[config.mk]
export PLATFORM = sky130hd
export DESIGN_NAME = boot_ctrl
export DESIGN_NICKNAME = d
export VERILOG_FILES = /design/src/logic/sram_pkg.sv /design/src/logic/boot_counter.sv /design/src/logic/boot_ctrl.sv /design/src/logic/boot_packer.sv
export SDC_FILE = /design/constraint.sdc
export NUM_CORES = 1
export LEC_CHECK = 0
export BUFFER_PORTS_ARGS = -buffer_cell sky130_fd_sc_hd__buf_4
export CORE_UTILIZATION = 49
export DETAILED_ROUTE_END_ITERATION = 7
export GPL_ROUTABILITY_DRIVEN = 0
export GPL_TIMING_DRIVEN = 0
export HOLD_SLACK_MARGIN = 0.1
export PLACE_DENSITY = 0.8
export SETUP_SLACK_MARGIN = 0.02
export SLEW_MARGIN = 10
export SYNTH_ARGS = -nofsm -noshare
export SYNTH_HDL_FRONTEND = slang
export SYNTH_SLANG_ARGS = --single-unit
[constraint.sdc]
create_clock -name clk_i -period 2.43 [get_ports clk_i]
set_input_delay 0.243 -clock clk_i [delete_from_list [all_inputs] [get_ports clk_i]]
set_output_delay 0.243 -clock clk_i [all_outputs]
set_load 0.005 [all_outputs]
[src/logic/sram_pkg.sv]
package sram_pkg;

   localparam int unsigned DATA_W     = 32;
   localparam int unsigned STRB_W     = DATA_W / 8;
   localparam int unsigned ADDR_W     = 10;          // word address, 1024 words
   localparam int unsigned BOOT_CNT_W = ADDR_W + 1;  // room for a full memory load

   // one bus word, seen whole or lane by lane
   typedef union packed {
      logic [DATA_W-1:0]         word;
      logic [STRB_W-1:0][7:0]    bytes;  // bytes[0] is the low lane
   } bus_word_u;

   // native bus request
   typedef struct packed {
      logic              avalid;
      logic [ADDR_W-1:0] addr;
      bus_word_u         wdata;
      logic [STRB_W-1:0] wstrb;  // zero means read
   } iob_req_t;

   // native bus response
   typedef struct packed {
      bus_word_u rdata;
      logic      rvalid;  // one cycle after a read request
      logic      ready;
   } iob_rsp_t;

   // boot sequence
   typedef enum logic [1:0] {
      IDLE = 2'd0,
      LOAD = 2'd1,
      RUN  = 2'd2
   } boot_state_e;

endpackage
[src/logic/boot_counter.sv]
module boot_counter
   import sram_pkg::*;
(
   input  logic                  clk_i,
   input  logic                  rst_i,
   input  logic                  load_i,
   input  logic [BOOT_CNT_W-1:0] count_i,
   input  logic                  step_i,
   output logic [ADDR_W-1:0]     addr_o,
   output logic                  last_o
);

   logic [BOOT_CNT_W-1:0] remain;  // words still to be written

   always_ff @(posedge clk_i) begin
      if (rst_i) begin
         remain <= '0;
         addr_o <= '0;
      end else if (load_i) begin
         remain <= count_i;
         addr_o <= '0;  // load starts at word zero
      end else if (step_i) begin
         remain <= remain - 1'b1;
         addr_o <= addr_o + 1'b1;
      end
   end

   assign last_o = step_i && (remain == BOOT_CNT_W'(1));

   a_no_underflow : assert property (
      @(posedge clk_i) disable iff (rst_i)
      step_i |-> remain != '0
   ) else $error("boot_counter: step with no words left");

endmodule

[src/logic/boot_ctrl.sv]
module boot_ctrl
   import sram_pkg::*;
(
   input  logic                  clk_i,
   input  logic                  rst_i,
   input  logic                  start_i,
   input  logic [BOOT_CNT_W-1:0] count_i,
   input  logic [7:0]            byte_i,
   input  logic                  byte_valid_i,
   input  iob_req_t              cpu_ireq_i,
   output iob_req_t              ireq_o,
   output logic                  ibus_open_o,
   output logic                  booted_o
);

   boot_state_e       state;
   boot_state_e       state_nxt;
   logic              start_ok;
   logic              pk_valid;
   logic              word_wr;
   logic              step;
   logic              last;
   logic [ADDR_W-1:0] wr_addr;
   bus_word_u         word;

   assign start_ok = start_i && (state == IDLE) && (count_i != '0);  // ignored elsewhere
   assign pk_valid = byte_valid_i && (state == LOAD);
   assign step     = word_wr && (state == LOAD);

   boot_packer u_packer (
      .clk_i        (clk_i),
      .rst_i        (rst_i),
      .byte_i       (byte_i),
      .byte_valid_i (pk_valid),
      .clear_i      (start_ok),
      .word_o       (word),
      .word_wr_o    (word_wr)
   );

   boot_counter u_counter (
      .clk_i   (clk_i),
      .rst_i   (rst_i),
      .load_i  (start_ok),
      .count_i (count_i),
      .step_i  (step),
      .addr_o  (wr_addr),
      .last_o  (last)
   );

   always_ff @(posedge clk_i) begin
      if (rst_i)
         state <= IDLE;
      else
         state <= state_nxt;
   end

   always_comb begin
      state_nxt = state;
      case (state)
         IDLE:    if (start_ok) state_nxt = LOAD;
         LOAD:    if (last) state_nxt = RUN;
         RUN:     state_nxt = RUN;  // only reset leaves
         default: state_nxt = IDLE;
      endcase
   end

   // instruction port owner
   always_comb begin
      ireq_o = '0;  // processor masked before boot
      case (state)
         LOAD: begin
            ireq_o.avalid = word_wr;
            ireq_o.addr   = wr_addr;
            ireq_o.wdata  = word;
            ireq_o.wstrb  = '1;  // whole word
         end
         RUN:     ireq_o = cpu_ireq_i;
         default: ireq_o = '0;
      endcase
   end

   assign ibus_open_o = (state == RUN);
   assign booted_o    = (state == RUN);

   a_wr_in_load : assert property (
      @(posedge clk_i) disable iff (rst_i)
      word_wr |-> state == LOAD
   ) else $error("boot_ctrl: packer word outside LOAD");

endmodule

[src/logic/boot_packer.sv]
module boot_packer
   import sram_pkg::*;
(
   input  logic       clk_i,
   input  logic       rst_i,
   input  logic [7:0] byte_i,
   input  logic       byte_valid_i,
   input  logic       clear_i,
   output bus_word_u  word_o,
   output logic       word_wr_o
);

   logic [1:0] lane;  // next byte lane to fill

   // control
   always_ff @(posedge clk_i) begin
      if (rst_i) begin
         lane      <= '0;
         word_wr_o <= 1'b0;
      end else begin
         word_wr_o <= byte_valid_i && !clear_i && (lane == 2'd3);  // word complete
         if (clear_i)
            lane <= '0;
         else if (byte_valid_i)
            lane <= lane + 2'd1;  // wraps after lane 3
      end
   end

   // little endian, first byte lands in lane 0
   always_ff @(posedge clk_i) begin
      if (byte_valid_i)
         word_o.bytes[lane] <= byte_i;
   end

endmodule

# == Word level (Yosys, flattened, before mapping) ==
# Index checks and enable logic that the tools add are counted.
# op_classes
n_addsub,3
n_mul,0
n_div,0
order_cmp,2
n_eq_ne,6
shift,0
n_mux,9
n_bitwise,0
reduce_logical,14
# ops
op,n
case mux 47 bit (2 select lines),1
bitwise mux 32 bit,1
two-way mux 11 bit,2
demux 8 bit (select 2 bit),1
"equality test 11 x 1 -> 1 bit, second input constant",1
nonzero test 11 bit,1
"subtractor 11 x 1 -> 11 bit, second input constant",1
"adder 10 x 1 -> 10 bit, second input constant",1
logical AND 1 bit,8
two-way mux 8 bit,1
case mux 2 bit (3 select lines),1
"equality test 2 bit, second input constant",2
two-way mux 2 bit,2
"less-than comparator 2 x 3 -> 1 bit, second input constant",1
"adder 2 x 1 -> 2 bit, second input constant",1
"equality test 2 x 1 -> 1 bit, second input constant",1
">= comparator 2 x 1 -> 1 bit, second input constant",1
zero test 2 bit,1
"inequality test 2 x 1 -> 1 bit, second input constant",1
"inequality test 2 bit, second input constant",1
AND reduction 2 bit,1
nonzero test 2 bit,1
OR reduction 2 bit,1
zero test 1 bit,1
# word_totals
register_bits,58
latch_bits,0
mem_bits_rw,0
mem_bits_ro,0
input_bits,70
out_inout_bits,49
elab_cells,40
n_memories,0

# == Logic depth before layout (Yosys ltp) ==
# logic_depth
ltp_word,6
ltp_mapped,7
mapped_depth_nobuf,6

# == Modules after synthesis ==
# From an unflattened synthesis, not the netlist that was laid out.
# unflattened
hier_cells,304
area_unflattened_um2,3124.2
# modules_own_cells
module,n_inst,cells_per_inst,area_each_um2,seq_area_each_um2
boot_packer,1,50,1156.1,1021.0
boot_counter,1,121,1046.0,420.4
boot_ctrl,1,133,922.1,40.0

# == Least setup slack after synthesis ==
# OpenSTA, ideal clock, no wires.
# synth_timing
path_kind,register to register
from,register u_counter.remain[2]
to,register state[0]
setup_ns,0.072
t_arrival_ns,1.800
required_time_ns,2.358
path_slack_ns,0.558
stages_incl_launch_ff,6
path_buffers,1
synth_period_minus_slack_ns,1.872
cell_sequence,dfxtp_1 -> or4_1 -> buf_2 -> or4_4 -> a22oi_2 -> mux2i_1
# synth_between
elab_chain_cells,4
# synth_lines
item,line,text
"start, declared",boot_counter.sv:13,logic [BOOT_CNT_W-1:0] remain;
"start signal, assigned",boot_counter.sv:20,remain <= count_i;
"start signal, assigned",boot_counter.sv:23,remain <= remain - 1'b1;
equality test 11 x 1 -> 1 bit,boot_counter.sv:28,assign last_o = step_i && (remain == BOOT_CNT_W'(1));
logical AND 1 bit,boot_counter.sv:28,
inequality test 2 bit (no source line),--,
AND reduction 2 bit (no source line),--,
"end signal, assigned",boot_ctrl.sv:54,state <= state_nxt;
"end, declared",boot_ctrl.sv:16,boot_state_e state;
# No other way between the ends.
# A chain may end at the register's enable or synchronous reset.

==> summary.txt <==
Placement
  – Hpwl dp: around 6500 um
  – Post-DP Area: roughly 4100 um2
  – I/O Buffers: ~120
  – Placed Cells: around 500

Synth
  – EDFF count, synth: 32
  – Synth Net Count: 383
  – Post-synth cell types: 37
  – Yosys reg bits: 58
  – Mean Syn Cell Area: 10.29 um2
  – Main flop type after synthesis: edfxtp_1
  – Synth warn: 0
  – Cells after synthesis: 302
  – Register area share after synthesis: 0.4768
  – Fraction of registers with async set/reset: 0
  – Mapped Area: between 3000 and 4000 um2

Layout
  – Non-Filler Instances: approximately 500
  – Commonest non-fill, non-tap cells in the layout: buf_4, nor2b_1, a22oi_1
  – Final core occ: 0.7081
  – Nets@finish: ~510
  – Finished Cell Area: roughly 4300 um2
  – Antenna cell count: 0
  – Most common cell after layout, fill and taps aside: buf_4
  – Area Overhead vs Synth: 37.33%
  – Share of cells above drive strength 1: 0.3601

Timing
  – Min Tclk post-route: 2.223 ns
  – Worst Skew: 0.009845 ns
  – Final hold violation count: 0
  – Slew headroom: 0.6044
  – TNS Setup: 0 ns
  – Fmax: about 450 MHz
  – Endpoints failing setup: 0
  – Max Slew Vio Count: 0
  – Final period utilization: 0.9147
  – RSZ-0062 raised after global routing: false
  – Worst slew pin tran: 0.5933 ns

CTS
  – CTS tree: built
  – Clock tree root driver cell: clkbuf_8
  – Postcts setup bufs: 0
  – Number of H-tree levels: 3
  – CTS Sinks: 58
  – Num CTS Buffers: 9
  – CTS clk-pin slew, worst paths: about 0.07 ns
  – Clk buf depth: 2
  – Clock insertion delay at the later pin of the skew report: about 0.33 ns

Global route
  – Gr ovfl total: 0
  – Vias in the first global route: between 2000 and 3000
  – Antenna violations before repair: 0
  – First-pass GRT wire length: approximately 13000 um
  – Pin count of the biggest net entering global routing: 11
  – GRT Util Overall: 0.2670

Worst setup path
  – CP Max Fanout: 10
  – Crit path DAT: around 2.0 ns
  – Setup crit end kind: primary output
  – Crit start category: flop
  – Required time worst endpoint: about 2.2 ns
  – Critical path type: flop to primary output

Detailed routing
  – Routed WL: 8641 um
  – WL/cell: ~17 um
  – Antenna viol nets, final: 0
  – Via density: roughly 5.5
  – Number of DRC markers in iteration 0: about 230
  – Post-route DRC: 0
  – Pre-antenna DRT Iters: 5
  – Vias post-DR: approximately 2800

Power
  – Pwr dens: between 800 and 900 nW/um2
  – Total chip power: approximately 3.7 mW
  – Lkg Pwr: approximately 1.7 nW
  – VDD IR max: between 1000 and 1500 uV

Run
  – Max-Cap Viols: 0

Floorplan
  – Die Area: around 6700 um2
  – Vert. Die Dim: slightly above 80 um
  – Rows: 28
  – Die Width: 81.63 um
  – Core footprint: 6026 um2
  – # IOs: roughly 120
  – Initial core utilization: 0.5156

Worst hold path
  – Hold WC Path Type: input pin to flop

Run status
  – Status: finished, final reports clean
==> through the flow <==
| stage | setup WS [ns] | hold WS, ns |
|---|---|---|
| 2_1_floorplan | 0.5584 | 0.3158 |
| 3_3_place_gp | 0.1625 | 0.4481 |
| 3_5_place_dp | 0.1257 | 0.4509 |
| 4_1_cts | 0.02645 | 0.1076 |
| 5_1_grt | 0.02966 | 0.1133 |
| 6_report | 0.2073 | 0.1166 |
==> timing repair <==
action,CTS,global route
hold buffers,0,0
resized for setup,4,17
setup endpoints to repair,33,46
==> state kept, by name, indices dropped and copies added (netlist names) <==
| signal | flops |
|---|---|
| u_packer.word_o | 32 |
| u_packer.lane | 2 |
| u_counter.addr_o | 10 |
| u_packer.word_wr_o | 1 |
| u_counter.remain | 11 |
| state | 2 |
==> worst paths after layout <==
| path | startpoint | depth (start not counted) | endpoint | slack, ns |
|---|---|---|---|---|
| worst max-delay path | state[1] | 7 | ireq_o[46] | 0.21 |
| worst min-delay path | byte_i[4] | 1 | u_packer.word_o[4] | 0.12 |
| worst max register to register | u_counter.remain[2] | 5 | state[0] | 0.44 |
| worst min register to register | u_counter.addr_o[1] | 2 | u_counter.addr_o[1] | 0.52 |
==> worst max-delay path: stages (launching register included) <==
cell and delay [ns]:
dfxtp_1 0.33, inv_1 0.10, ha_1 0.25, clkbuf_8 0.21, clkbuf_2 0.25, nand2_1 0.10, a21boi_0 0.25, buf_4 0.16
==> cell families after synthesis <==
kind of cell    after synthesis  synth area share
simple gates                115            0.2175
compound gates               64            0.1526
flops                        58            0.4768
buf+inv                      31           0.04269
xor+xnor                     20           0.05638
fa+ha+maj                    11           0.04430
mux                           3          0.009666
==> report_power, final <==
group | switching, mW | total [mW] | internal, mW
clock network | 0.373 | 0.734 | 0.360
registers | 0.0683 | 1.20 | 1.13
logic | 0.936 | 1.81 | 0.874
total | 1.38 | 3.75 | 2.37
==> area by class of cell <==
cell class	instances	area, um2
repair buffers	118	885.9
flip-flops and latches	58	1481
plain buffers	24	125.1
inverters	7	26.28
multi-input cells	213	1493
clock inverters	6	33.78
well taps	75	93.84
fillers	480	1759
clock buffers	10	127.6
==> synthesized netlist by cell type, types with 4 or more instances <==
library cell  count  area share
ha_1             11       0.044
nand3_1           7       0.011
inv_1             7      0.0085
and3_1            4      0.0081
nor2b_1          46       0.093
dfxtp_1          26        0.17
nor3_1            4      0.0064
xor2_1            9       0.025
nor2_1           24       0.029
a21oi_1           8       0.013
nand2_1           8      0.0097
a211oi_1         10       0.024
xnor2_1          11       0.031
clkbuf_1         19       0.023
a22oi_1          42        0.10
edfxtp_1         32        0.31
==> metal layers <==
layer | share of wire | GRT usage
met5 | 0 | 0
met4 | 0.016 | 0.1140
met3 | 0.11 | 0.04778
met2 | 0.47 | 0.4208
met1 | 0.40 | 0.3612
Note: power is estimated with default switching activity, not from simulation.
